$ cat src/verilog/rv_isa_pkg.sv
// ============================
// rv32i instruction set types
// ============================
`default_nettype none

package rv_isa_pkg;

    localparam int xlen = 32;

    typedef logic [xlen-1:0] word_t;
    typedef logic [4:0]      reg_addr_t;
    typedef logic [2:0]      funct3_t;
    typedef logic [3:0]      wmask_t;   // one bit per byte lane

    // major opcodes, inst[6:0]
    typedef enum logic [6:0] {
        opc_op     = 7'b0110011,
        opc_op_imm = 7'b0010011,
        opc_load   = 7'b0000011,
        opc_store  = 7'b0100011,
        opc_branch = 7'b1100011,
        opc_jal    = 7'b1101111,
        opc_jalr   = 7'b1100111,
        opc_lui    = 7'b0110111,
        opc_auipc  = 7'b0010111,
        opc_system = 7'b1110011
    } opcode_t;

    typedef enum logic [2:0] {
        type_r,
        type_i,
        type_s,
        type_b,
        type_u,
        type_j,
        type_none   // not decoded
    } inst_type_t;

    typedef enum logic [3:0] {
        alu_add,
        alu_sub,
        alu_sll,
        alu_slt,
        alu_sltu,
        alu_xor,
        alu_srl,
        alu_sra,
        alu_or,
        alu_and
    } alu_op_t;

    // branch conditions
    localparam funct3_t f3_beq  = 3'b000;
    localparam funct3_t f3_bne  = 3'b001;
    localparam funct3_t f3_blt  = 3'b100;
    localparam funct3_t f3_bge  = 3'b101;
    localparam funct3_t f3_bltu = 3'b110;
    localparam funct3_t f3_bgeu = 3'b111;

    // load and store sizes
    localparam funct3_t f3_byte   = 3'b000;
    localparam funct3_t f3_half   = 3'b001;
    localparam funct3_t f3_word   = 3'b010;
    localparam funct3_t f3_byte_u = 3'b100;
    localparam funct3_t f3_half_u = 3'b101;

    localparam word_t ebreak_imm = 32'd1;

endpackage

`default_nettype wire

$ cat src/verilog/rv_core_pkg.sv
// ============================
// core control definitions
// ============================
`default_nettype none

package rv_core_pkg;

    // one instruction in flight, so one state per phase
    typedef enum logic [2:0] {
        fetch_req,
        fetch_wait,
        execute,
        mem_req,
        mem_wait,
        writeback,
        halt
    } core_state_t;

    localparam logic [31:0] reset_pc = 32'h8000_0000;

endpackage

`default_nettype wire

$ cat src/verilog/rv_decode_if.sv
// ============================
// decoded instruction bundle
// ============================
`default_nettype none

interface rv_decode_if import rv_isa_pkg::*; ();

    reg_addr_t  rd;
    reg_addr_t  rs1;
    reg_addr_t  rs2;
    word_t      imm;
    funct3_t    funct3;
    opcode_t    opcode;
    inst_type_t inst_type;
    alu_op_t    alu_op;

    modport decoder (output rd, rs1, rs2, imm, funct3, opcode, inst_type, alu_op);
    modport execute (input rd, rs1, rs2, imm, funct3, opcode, inst_type, alu_op);
    modport lsu     (input rd, rs1, rs2, imm, funct3, opcode, inst_type, alu_op);
    modport control (input rd, rs1, rs2, imm, funct3, opcode, inst_type, alu_op);

endinterface

`default_nettype wire

$ cat src/verilog/rv_sequencer.sv
// ============================
// core control sequencer
// ============================
`default_nettype none

module rv_sequencer import rv_isa_pkg::*, rv_core_pkg::*; (
    input  logic           clk,
    input  logic           reset,
    input  logic           fetch_req_ready,
    input  logic           fetch_resp_valid,
    input  logic           data_req_ready,
    input  logic           data_resp_valid,
    input  logic           is_mem,
    rv_decode_if.control   dec,
    output logic           fetch_req_valid,
    output logic           fetch_resp_ready,
    output logic           ir_load,
    output logic           pc_load,
    output logic           mem_start,
    output logic           mem_active,
    output logic           data_resp_ready,
    output logic           mem_capture,
    output logic           wb_en,
    output logic           retire_valid,
    output logic           halted,
    output logic           illegal
);

    core_state_t state;
    core_state_t next_state;
    logic        started;   // low for the cycle right after reset
    logic        is_ebreak;
    logic        stop;

    assign is_ebreak = dec.opcode == opc_system && dec.inst_type == type_i
                       && dec.imm == ebreak_imm;
    assign stop = is_ebreak || dec.inst_type == type_none;

    always_comb begin
        next_state = state;
        case (state)
            fetch_req:  if (fetch_req_valid && fetch_req_ready) next_state = fetch_wait;
            fetch_wait: if (fetch_resp_valid) next_state = execute;
            execute: begin
                if (stop) begin
                    next_state = halt;
                end else if (is_mem) begin
                    next_state = mem_req;
                end else begin
                    next_state = writeback;
                end
            end
            mem_req:    if (data_req_ready) next_state = mem_wait;
            mem_wait:   if (data_resp_valid) next_state = writeback;
            writeback:  next_state = fetch_req;
            default:    next_state = halt;   // only reset leaves halt
        endcase
    end

    always_ff @(posedge clk or posedge reset) begin
        if (reset) begin
            state   <= fetch_req;
            started <= 1'b0;
            illegal <= 1'b0;
        end else begin
            state   <= next_state;
            started <= 1'b1;
            if (state == execute && dec.inst_type == type_none) begin
                illegal <= 1'b1;
            end
        end
    end

    assign fetch_req_valid  = state == fetch_req && started;
    assign fetch_resp_ready = state == fetch_wait;
    assign ir_load          = state == fetch_wait && fetch_resp_valid;
    assign mem_start        = state == execute && is_mem && !stop;
    assign mem_active       = state == mem_req;
    assign data_resp_ready  = state == mem_wait;
    assign mem_capture      = state == mem_wait && data_resp_valid;
    assign pc_load          = state == writeback;
    assign retire_valid     = state == writeback;
    assign halted           = state == halt;
    // branches and stores leave the register file alone
    assign wb_en = state == writeback
                   && dec.inst_type inside {type_r, type_i, type_u, type_j};

    assert property (@(posedge clk) disable iff (reset)
        fetch_req_valid && !fetch_req_ready |=> fetch_req_valid);

    assert property (@(posedge clk) disable iff (reset)
        halted |=> halted && !retire_valid);

endmodule

`default_nettype wire

$ cat src/verilog/rv_fetch.sv
// ============================
// program counter and fetch
// ============================
`default_nettype none

module rv_fetch import rv_isa_pkg::*, rv_core_pkg::*; (
    input  logic  clk,
    input  logic  reset,
    input  logic  pc_load,
    input  logic  ir_load,
    input  word_t fetch_data,
    input  logic  jump_en,
    input  word_t jump_target,
    output word_t pc,
    output word_t snpc,
    output word_t fetch_addr,
    output word_t inst
);

    assign snpc       = pc + 32'd4;
    assign fetch_addr = pc;   // steady until writeback

    always_ff @(posedge clk or posedge reset) begin
        if (reset) begin
            pc <= reset_pc;
        end else if (pc_load) begin
            pc <= jump_en ? jump_target : snpc;
        end
    end

    // instruction register
    always_ff @(posedge clk) begin
        if (ir_load) begin
            inst <= fetch_data;
        end
    end

endmodule

`default_nettype wire

$ cat src/verilog/rv_decoder.sv
// ============================
// rv32i instruction decoder
// ============================
`default_nettype none

module rv_decoder import rv_isa_pkg::*; (
    input  word_t         inst,
    rv_decode_if.decoder  dec
);

    logic [6:0] funct7;

    assign funct7     = inst[31:25];
    assign dec.opcode = opcode_t'(inst[6:0]);
    assign dec.funct3 = inst[14:12];
    assign dec.rd     = inst[11:7];
    assign dec.rs1    = inst[19:15];
    assign dec.rs2    = inst[24:20];

    // unused funct3 codes fall to type_none
    always_comb begin
        case (dec.opcode)
            opc_op:               dec.inst_type = type_r;
            opc_op_imm, opc_jalr: dec.inst_type = type_i;
            opc_load:   dec.inst_type = dec.funct3 inside {3'b011, 3'b110, 3'b111}
                                        ? type_none : type_i;
            opc_store:  dec.inst_type = dec.funct3 > f3_word ? type_none : type_s;
            opc_branch: dec.inst_type = dec.funct3 inside {3'b010, 3'b011}
                                        ? type_none : type_b;
            opc_lui, opc_auipc:   dec.inst_type = type_u;
            opc_jal:              dec.inst_type = type_j;
            opc_system: dec.inst_type = inst[31:7] == 25'h0002000 ? type_i : type_none;
            default:              dec.inst_type = type_none;
        endcase
    end

    always_comb begin
        case (dec.inst_type)
            type_i:  dec.imm = {{20{inst[31]}}, inst[31:20]};
            type_s:  dec.imm = {{20{inst[31]}}, inst[31:25], inst[11:7]};
            type_b:  dec.imm = {{20{inst[31]}}, inst[7], inst[30:25], inst[11:8], 1'b0};
            type_u:  dec.imm = {inst[31:12], 12'b0};
            type_j:  dec.imm = {{12{inst[31]}}, inst[19:12], inst[20], inst[30:21], 1'b0};
            default: dec.imm = '0;
        endcase
    end

    always_comb begin
        dec.alu_op = alu_add;   // address and link sums
        if (dec.inst_type == type_r || dec.opcode == opc_op_imm) begin
            case (dec.funct3)
                3'b000:  dec.alu_op = (dec.inst_type == type_r && funct7[5]) ? alu_sub : alu_add;
                3'b001:  dec.alu_op = alu_sll;
                3'b010:  dec.alu_op = alu_slt;
                3'b011:  dec.alu_op = alu_sltu;
                3'b100:  dec.alu_op = alu_xor;
                3'b101:  dec.alu_op = funct7[5] ? alu_sra : alu_srl;
                3'b110:  dec.alu_op = alu_or;
                default: dec.alu_op = alu_and;
            endcase
        end
    end

endmodule

`default_nettype wire

$ cat src/verilog/rv_regfile.sv
// ============================
// general register file
// ============================
`default_nettype none

module rv_regfile import rv_isa_pkg::*; (
    input  logic      clk,
    input  logic      reset,
    input  reg_addr_t raddr1,
    input  reg_addr_t raddr2,
    input  reg_addr_t waddr,
    input  logic      wen,
    input  word_t     wdata,
    output word_t     rdata1,
    output word_t     rdata2
);

    word_t regs [32];

    always_ff @(posedge clk or posedge reset) begin
        if (reset) begin
            for (int k = 0; k < 32; k++) begin
                regs[k] <= '0;
            end
        end else if (wen && waddr != '0) begin   // x0 stays zero
            regs[waddr] <= wdata;
        end
    end

    assign rdata1 = (raddr1 == '0) ? '0 : regs[raddr1];
    assign rdata2 = (raddr2 == '0) ? '0 : regs[raddr2];

    assert property (@(posedge clk) disable iff (reset) wen |-> !$isunknown(wdata));

endmodule

`default_nettype wire

$ cat src/verilog/rv_execute.sv
// ============================
// alu, branch and writeback
// ============================
`default_nettype none

module rv_execute import rv_isa_pkg::*; (
    rv_decode_if.execute dec,
    input  word_t        pc,
    input  word_t        snpc,
    input  word_t        rs1_data,
    input  word_t        rs2_data,
    input  word_t        load_data,
    output word_t        alu_result,
    output word_t        jump_target,
    output word_t        wb_data,
    output logic         jump_en,
    output logic         wb_we,
    output logic         is_mem
);

    word_t op_a;
    word_t op_b;
    logic  take_branch;
    logic  is_jalr;

    // i and s types keep rs1 + imm
    always_comb begin
        op_a = rs1_data;
        op_b = dec.imm;
        case (dec.inst_type)
            type_r:         op_b = rs2_data;
            type_b, type_j: op_a = pc;
            type_u:         op_a = (dec.opcode == opc_lui) ? '0 : pc;
            default: ;
        endcase
    end

    always_comb begin
        case (dec.alu_op)
            alu_sub:  alu_result = op_a - op_b;
            alu_sll:  alu_result = op_a << op_b[4:0];
            alu_slt:  alu_result = {31'b0, $signed(op_a) < $signed(op_b)};
            alu_sltu: alu_result = {31'b0, op_a < op_b};
            alu_xor:  alu_result = op_a ^ op_b;
            alu_srl:  alu_result = op_a >> op_b[4:0];
            alu_sra:  alu_result = word_t'($signed(op_a) >>> op_b[4:0]);
            alu_or:   alu_result = op_a | op_b;
            alu_and:  alu_result = op_a & op_b;
            default:  alu_result = op_a + op_b;
        endcase
    end

    always_comb begin
        case (dec.funct3)
            f3_beq:  take_branch = rs1_data == rs2_data;
            f3_bne:  take_branch = rs1_data != rs2_data;
            f3_blt:  take_branch = $signed(rs1_data) < $signed(rs2_data);
            f3_bge:  take_branch = $signed(rs1_data) >= $signed(rs2_data);
            f3_bltu: take_branch = rs1_data < rs2_data;
            f3_bgeu: take_branch = rs1_data >= rs2_data;
            default: take_branch = 1'b0;
        endcase
    end

    assign is_jalr     = dec.opcode == opc_jalr;
    assign jump_en     = dec.inst_type == type_j || is_jalr
                         || (dec.inst_type == type_b && take_branch);
    assign jump_target = is_jalr ? {alu_result[31:1], 1'b0} : alu_result;

    assign is_mem  = dec.opcode == opc_load || dec.opcode == opc_store;
    assign wb_we   = dec.inst_type inside {type_r, type_i, type_u, type_j};
    assign wb_data = (dec.inst_type == type_j || is_jalr) ? snpc
                   : (dec.opcode == opc_load) ? load_data : alu_result;

endmodule

`default_nettype wire

$ cat src/verilog/rv_lsu.sv
// ============================
// load and store unit
// ============================
`default_nettype none

module rv_lsu import rv_isa_pkg::*; (
    input  logic        clk,
    input  logic        reset,
    rv_decode_if.lsu    dec,
    input  logic        mem_start,
    input  logic        mem_active,
    input  logic        mem_capture,
    input  word_t       alu_result,
    input  word_t       rs2_data,
    input  word_t       data_rdata,
    output logic        data_req_valid,
    output logic        data_we,
    output word_t       data_addr,
    output word_t       data_wdata,
    output wmask_t      data_wmask,
    output word_t       load_data
);

    wmask_t size_mask;
    word_t  rdata_shifted;

    always_comb begin
        case (dec.funct3[1:0])
            2'b00:   size_mask = 4'b0001;
            2'b01:   size_mask = 4'b0011;
            default: size_mask = 4'b1111;
        endcase
    end

    // request fields latched once, steady while the port stalls
    always_ff @(posedge clk) begin
        if (mem_start) begin
            data_addr  <= alu_result;
            data_we    <= dec.opcode == opc_store;
            data_wdata <= rs2_data << {alu_result[1:0], 3'b000};
            data_wmask <= size_mask << alu_result[1:0];
        end
    end

    assign data_req_valid = mem_active;
    assign rdata_shifted  = data_rdata >> {data_addr[1:0], 3'b000};

    always_ff @(posedge clk) begin
        if (mem_capture) begin
            case (dec.funct3)
                f3_byte:   load_data <= {{24{rdata_shifted[7]}}, rdata_shifted[7:0]};
                f3_half:   load_data <= {{16{rdata_shifted[15]}}, rdata_shifted[15:0]};
                f3_byte_u: load_data <= {24'b0, rdata_shifted[7:0]};
                f3_half_u: load_data <= {16'b0, rdata_shifted[15:0]};
                default:   load_data <= data_rdata;
            endcase
        end
    end

    // a request only opens right after execute hands over
    assert property (@(posedge clk) disable iff (reset)
        $rose(data_req_valid) |-> $past(mem_start));

endmodule

`default_nettype wire

$ cat src/verilog/rv_core.sv
// ============================
// rv32i core top level
// ============================
`default_nettype none

module rv_core import rv_isa_pkg::*; (
    input  logic      clk,
    input  logic      reset,
    input  logic      fetch_req_ready,
    input  logic      fetch_resp_valid,
    input  word_t     fetch_data,
    input  logic      data_req_ready,
    input  logic      data_resp_valid,
    input  word_t     data_rdata,
    output logic      fetch_req_valid,
    output word_t     fetch_addr,
    output logic      fetch_resp_ready,
    output logic      data_req_valid,
    output logic      data_we,
    output word_t     data_addr,
    output word_t     data_wdata,
    output wmask_t    data_wmask,
    output logic      data_resp_ready,
    output logic      retire_valid,
    output word_t     retire_pc,
    output logic      retire_we,
    output reg_addr_t retire_rd,
    output word_t     retire_wdata,
    output logic      halted,
    output logic      illegal
);

    word_t pc;
    word_t snpc;
    word_t inst;
    word_t jump_target;
    word_t rs1_data;
    word_t rs2_data;
    word_t alu_result;
    word_t wb_data;
    word_t load_data;
    logic  jump_en;
    logic  wb_we;
    logic  is_mem;
    logic  pc_load;
    logic  ir_load;
    logic  mem_start;
    logic  mem_active;
    logic  mem_capture;
    logic  wb_en;

    rv_decode_if dec ();

    assign retire_pc    = pc;
    assign retire_we    = wb_we;
    assign retire_rd    = dec.rd;
    assign retire_wdata = wb_data;

    rv_sequencer u_sequencer (
        .clk              (clk),
        .reset            (reset),
        .fetch_req_ready  (fetch_req_ready),
        .fetch_resp_valid (fetch_resp_valid),
        .data_req_ready   (data_req_ready),
        .data_resp_valid  (data_resp_valid),
        .is_mem           (is_mem),
        .dec              (dec.control),
        .fetch_req_valid  (fetch_req_valid),
        .fetch_resp_ready (fetch_resp_ready),
        .ir_load          (ir_load),
        .pc_load          (pc_load),
        .mem_start        (mem_start),
        .mem_active       (mem_active),
        .data_resp_ready  (data_resp_ready),
        .mem_capture      (mem_capture),
        .wb_en            (wb_en),
        .retire_valid     (retire_valid),
        .halted           (halted),
        .illegal          (illegal)
    );

    rv_fetch u_fetch (
        .clk         (clk),
        .reset       (reset),
        .pc_load     (pc_load),
        .ir_load     (ir_load),
        .fetch_data  (fetch_data),
        .jump_en     (jump_en),
        .jump_target (jump_target),
        .pc          (pc),
        .snpc        (snpc),
        .fetch_addr  (fetch_addr),
        .inst        (inst)
    );

    rv_decoder u_decoder (
        .inst (inst),
        .dec  (dec.decoder)
    );

    rv_regfile u_regfile (
        .clk    (clk),
        .reset  (reset),
        .raddr1 (dec.rs1),
        .raddr2 (dec.rs2),
        .waddr  (dec.rd),
        .wen    (wb_en),
        .wdata  (wb_data),
        .rdata1 (rs1_data),
        .rdata2 (rs2_data)
    );

    rv_execute u_execute (
        .dec         (dec.execute),
        .pc          (pc),
        .snpc        (snpc),
        .rs1_data    (rs1_data),
        .rs2_data    (rs2_data),
        .load_data   (load_data),
        .alu_result  (alu_result),
        .jump_target (jump_target),
        .wb_data     (wb_data),
        .jump_en     (jump_en),
        .wb_we       (wb_we),
        .is_mem      (is_mem)
    );

    rv_lsu u_lsu (
        .clk            (clk),
        .reset          (reset),
        .dec            (dec.lsu),
        .mem_start      (mem_start),
        .mem_active     (mem_active),
        .mem_capture    (mem_capture),
        .alu_result     (alu_result),
        .rs2_data       (rs2_data),
        .data_rdata     (data_rdata),
        .data_req_valid (data_req_valid),
        .data_we        (data_we),
        .data_addr      (data_addr),
        .data_wdata     (data_wdata),
        .data_wmask     (data_wmask),
        .load_data      (load_data)
    );

endmodule

`default_nettype wire

$ cat config.mk
export PLATFORM = sky130hd
export DESIGN_NAME = rv_core
export DESIGN_NICKNAME = d
export VERILOG_FILES = /design/src/verilog/rv_isa_pkg.sv /design/src/verilog/rv_core_pkg.sv /design/src/verilog/rv_decode_if.sv /design/src/verilog/rv_sequencer.sv /design/src/verilog/rv_fetch.sv /design/src/verilog/rv_decoder.sv /design/src/verilog/rv_regfile.sv /design/src/verilog/rv_execute.sv /design/src/verilog/rv_lsu.sv /design/src/verilog/rv_core.sv
export SDC_FILE = /design/constraint.sdc
export NUM_CORES = 2
export LEC_CHECK = 0
export BUFFER_PORTS_ARGS = -buffer_cell sky130_fd_sc_hd__buf_4
export CAP_MARGIN = 10
export CORE_ASPECT_RATIO = 0.75
export CORE_MARGIN = 3
export CORE_UTILIZATION = 45
export CTS_CLUSTER_DIAMETER = 100
export DETAILED_ROUTE_END_ITERATION = 7
export PLACE_DENSITY = 0.62
export SKIP_LAST_GASP = 1
export SLEW_MARGIN = 20
export SYNTH_ARGS = -nofsm -noshare
export SYNTH_HDL_FRONTEND = slang
export SYNTH_SLANG_ARGS = --single-unit
$ cat constraint.sdc
create_clock -name clk -period 55.6 [get_ports clk]
set_clock_uncertainty 0.05 [all_clocks]
set_input_delay 5.56 -clock clk [delete_from_list [all_inputs] [get_ports clk]]
set_output_delay 5.56 -clock clk [all_outputs]
set_load 0.02 [all_outputs]
==> impl_metrics.tcl <==
set metrics [dict create \
    seq_power_share_pct 42.5 \
    synth.avg_cell_area_um2 10.5 \
    syn-cell-area_um2 74600 \
    start_util_pct 45.7 \
    ctsResizeCount 0 \
    internal-power_mw 1.55 \
    die_h_um 359 \
    grt_use_met3_pct 16.4 \
    htreeDepth 4 \
    cp_max_fo 52 \
    n_fill_cell 14656 \
    synth_seq_area_share_pct 40.9 \
    drc 15 \
    first_pass_iters 8 \
    outcome "finished, violations left" \
    cts-root-buf "clkbuf_16" \
    synth_commonest_cells "dfrtp_1, nand2_1, o21ai_0" \
    clkLatencyLatePin_ns 0.80 \
    max_clock_freq_mhz 59.2 \
    postRouteAntennaNets 0 \
    synth_cells 7115 \
    synth_seq_cells 1193 \
    grt_pass1_wl_mm 482 \
    path_class "reg -> out" \
    arrival_ns 11.27 \
    gr-total-overflow 0 \
    grt_busiest_layer "met1" \
    cts_tree "built" \
    fin_crit_ns 16.88 \
    grtUsageTotal_pct 39.8 \
    hold_viol_final 0 \
    antenna_found_initial 23 \
    yosysUniqueCellTypes 112 \
    drive_above_1_share_pct 24.8 \
    worstPathRequired_ns 49.99 \
    clock_tree.buffer_depth 3 \
    maxSlewHeadroom_pct 11.4 \
    final_cells 9347 \
    power_leakage_nw 35.5 \
    critPathCaptureType "output pin" \
    power_switching_mw 0.656 \
    grt_max_degree 169 \
    grtUsageMet1_pct 55.6 \
    dieArea_um2 171000 \
    numCtsBuffers 131 \
    cap_viol_max_count 0 \
    synth_edf_count 133 \
    start_kind "flop" \
    ys_async_sr_fraction_pct 88.9 \
    area_growth_pct 11.1 \
    drv_slew 0 \
    cts_setup_buffers 0 \
    clockPowerShare_pct 43.1 \
    ctsHoldBuffers 0 \
    timing.hold.ws_ns 0.323 \
    synth_ff_type "dfrtp_1" \
    peakVddDrop_uv 26.8 \
    multi_input_area_um2 40300 \
    rsz0062_at_grt "no" \
    min_period_over_period_pct 30.4 \
    wire_per_inst_um 37.1 \
    routed_wl_mm 347 \
    worstHoldPathType "reg -> reg" \
    core_area_um2 164000 \
    post-route-util_pct 50.7 \
    numPortBuffers 247 \
    num_io_pins 248 \
    row_count 128 \
    cts.sinks 1193 \
    yosysMostFrequentCell "dfrtp_1" \
    dp_cells 9089 \
    whs_path_depth 0 \
    dr.first_iter.drc_count 10190 \
    gp_congestion 1.15 \
    clkTransAtPathRegs_ns 0.06 \
    synth_top_cell_area_share_pct 35.5 \
    violations "design-rule violations" \
    swShare_pct 29.8 \
    die_x_um 476 \
    report.power.total_mw 2.20 \
    dr_total_vias 64483 \
    synth-warning-count 0 \
    power.density_nw_per_um2 26.6 \
    via_per_inst 6.90 \
    tns_ns 0 \
    tightest_slew_ns 1.32 \
    rr_worst_depth 24 \
    grtUsageMet2_pct 53.2 \
    register_area_um2 30500 \
    comb_power_share_pct 14.4 \
    nets 7217 \
    syn_nets 7317 \
    yosysTopAreaCell "dfrtp_1" \
    hpwl_mm 241 \
    grt_pass1_vias 60979 \
    final-setup-viol-count 0 \
    synthTopCellsByArea "dfrtp_1, mux4_2, mux2_2" \
]
[cell usage in the layout (no fill, tap or decap), drive strengths merged, types with 130 or more instances in the layout]
cell	netlist	final
o21ai	629	629
mux2	355	355
ha	130	130
mux4	496	496
nor2	398	398
buf	276	506
edfxtp	133	133
inv	196	209
nand2	961	961
dfrtp	1059	1059
a21oi	299	299
o31ai	209	209
clkbuf	433	182
mux2i	210	210
[stage by stage]
step           area (µm²)  setup slack (ns)
4_1_cts             82800             39.16
6_report            83000             38.72
5_1_grt             82900             38.43
2_1_floorplan       74600             20.15
3_5_place_dp        78200             40.06
3_3_place_gp        78200             40.08
[logic make-up after synthesis]
family,Yosys count,share of synthesized area [%]
adders and majority gates,132,2.23
AOI/OAI and AO/OA,1801,15.6
and+or+nand+nor,1935,11.5
muxes,1061,23.2
buffers and inverters,939,5.91
other,1,0.00502
xor gates and xnor gates,53,0.622
DFF,1193,40.9
[power groups by stage]
| stage | registers [mW] | logic [mW] | clock network, mW |
|---|---|---|---|
| floorplan | 0.936 | 0.186 | 0 |
| global placement | 0.949 | 0.306 | 0 |
| detailed placement | 0.950 | 0.306 | 0 |
| CTS | 0.934 | 0.307 | 0.960 |
| global route | 0.936 | 0.329 | 0.996 |
| finish | 0.936 | 0.318 | 0.950 |
[worst max-delay path, stage by stage, from the launching register on]
cell and delay (ns):
edfxtp_1 0.32, buf_4 0.52, buf_4 0.69, buf_4 0.69, buf_4 0.81, mux4_2 0.38, o22ai_1 0.09, nor2_1 0.19
nand4_1 0.36, nand2_1 0.28, buf_4 0.43, ha_1 0.29, fa_1 0.24, nor2b_1 0.06, o21ai_0 0.28, a21boi_0 0.19
o2111a_1 0.32, o21ai_0 0.90, a211oi_1 0.30, o311ai_0 0.89, a21oi_1 0.14, a41o_1 0.25, or4b_4 0.52, o21ai_4 0.72
nand2_1 0.12, buf_4 0.20
[metal layers]
metal	part of all wire, %	up-vias
met3	14	864
met1	41	32652
met2	39	4643
met5	0.18	-
li1	-	26300
met4	5.3	24
[area by class of cell]
cell class / count / share of cell area (%)
sequential: 1193 / 36.8
inverter: 200 / 0.923
clock inverter: 58 / 1.02
clock buffer: 182 / 4.57
antenna: 15 / 0.0453
multi-input combinational: 4983 / 48.6
timing repair buffer: 506 / 4.73
tap: 2210 / 3.33
[registers in the layout, indices dropped and copies added (netlist names)]
name and cells:
u_fetch.fetch_addr 32, u_fetch.inst 32, u_lsu.data_addr 32, u_lsu.data_wdata 32
u_lsu.data_we 1, u_lsu.data_wmask 4, u_lsu.load_data 32, u_regfile.regs 1023
u_sequencer.illegal 1, u_sequencer.started 1, u_sequencer.state 3
[final timing paths]
path	slack, ns	from	to
setup / recovery	38.72	u_fetch.inst[21]$_DFFE_PP_	retire_wdata[28]
setup reg to reg	44.51	u_fetch.inst[21]$_DFFE_PP_	u_lsu.data_wdata[17]$_DFFE_PP_
hold reg to reg	0.32	u_regfile.regs[1020]$_DFFE_PP0P_	u_regfile.regs[1020]$_DFFE_PP0P_
hold / removal	0.32	u_regfile.regs[1020]$_DFFE_PP0P_	u_regfile.regs[1020]$_DFFE_PP0P_
max in group asynchronous	45.96	reset	u_regfile.regs[957]$_DFFE_PP0P_
min in group asynchronous	4.83	reset	u_regfile.regs[807]$_DFFE_PP0P_
No activity file was read; power rests on OpenSTA's default activity.
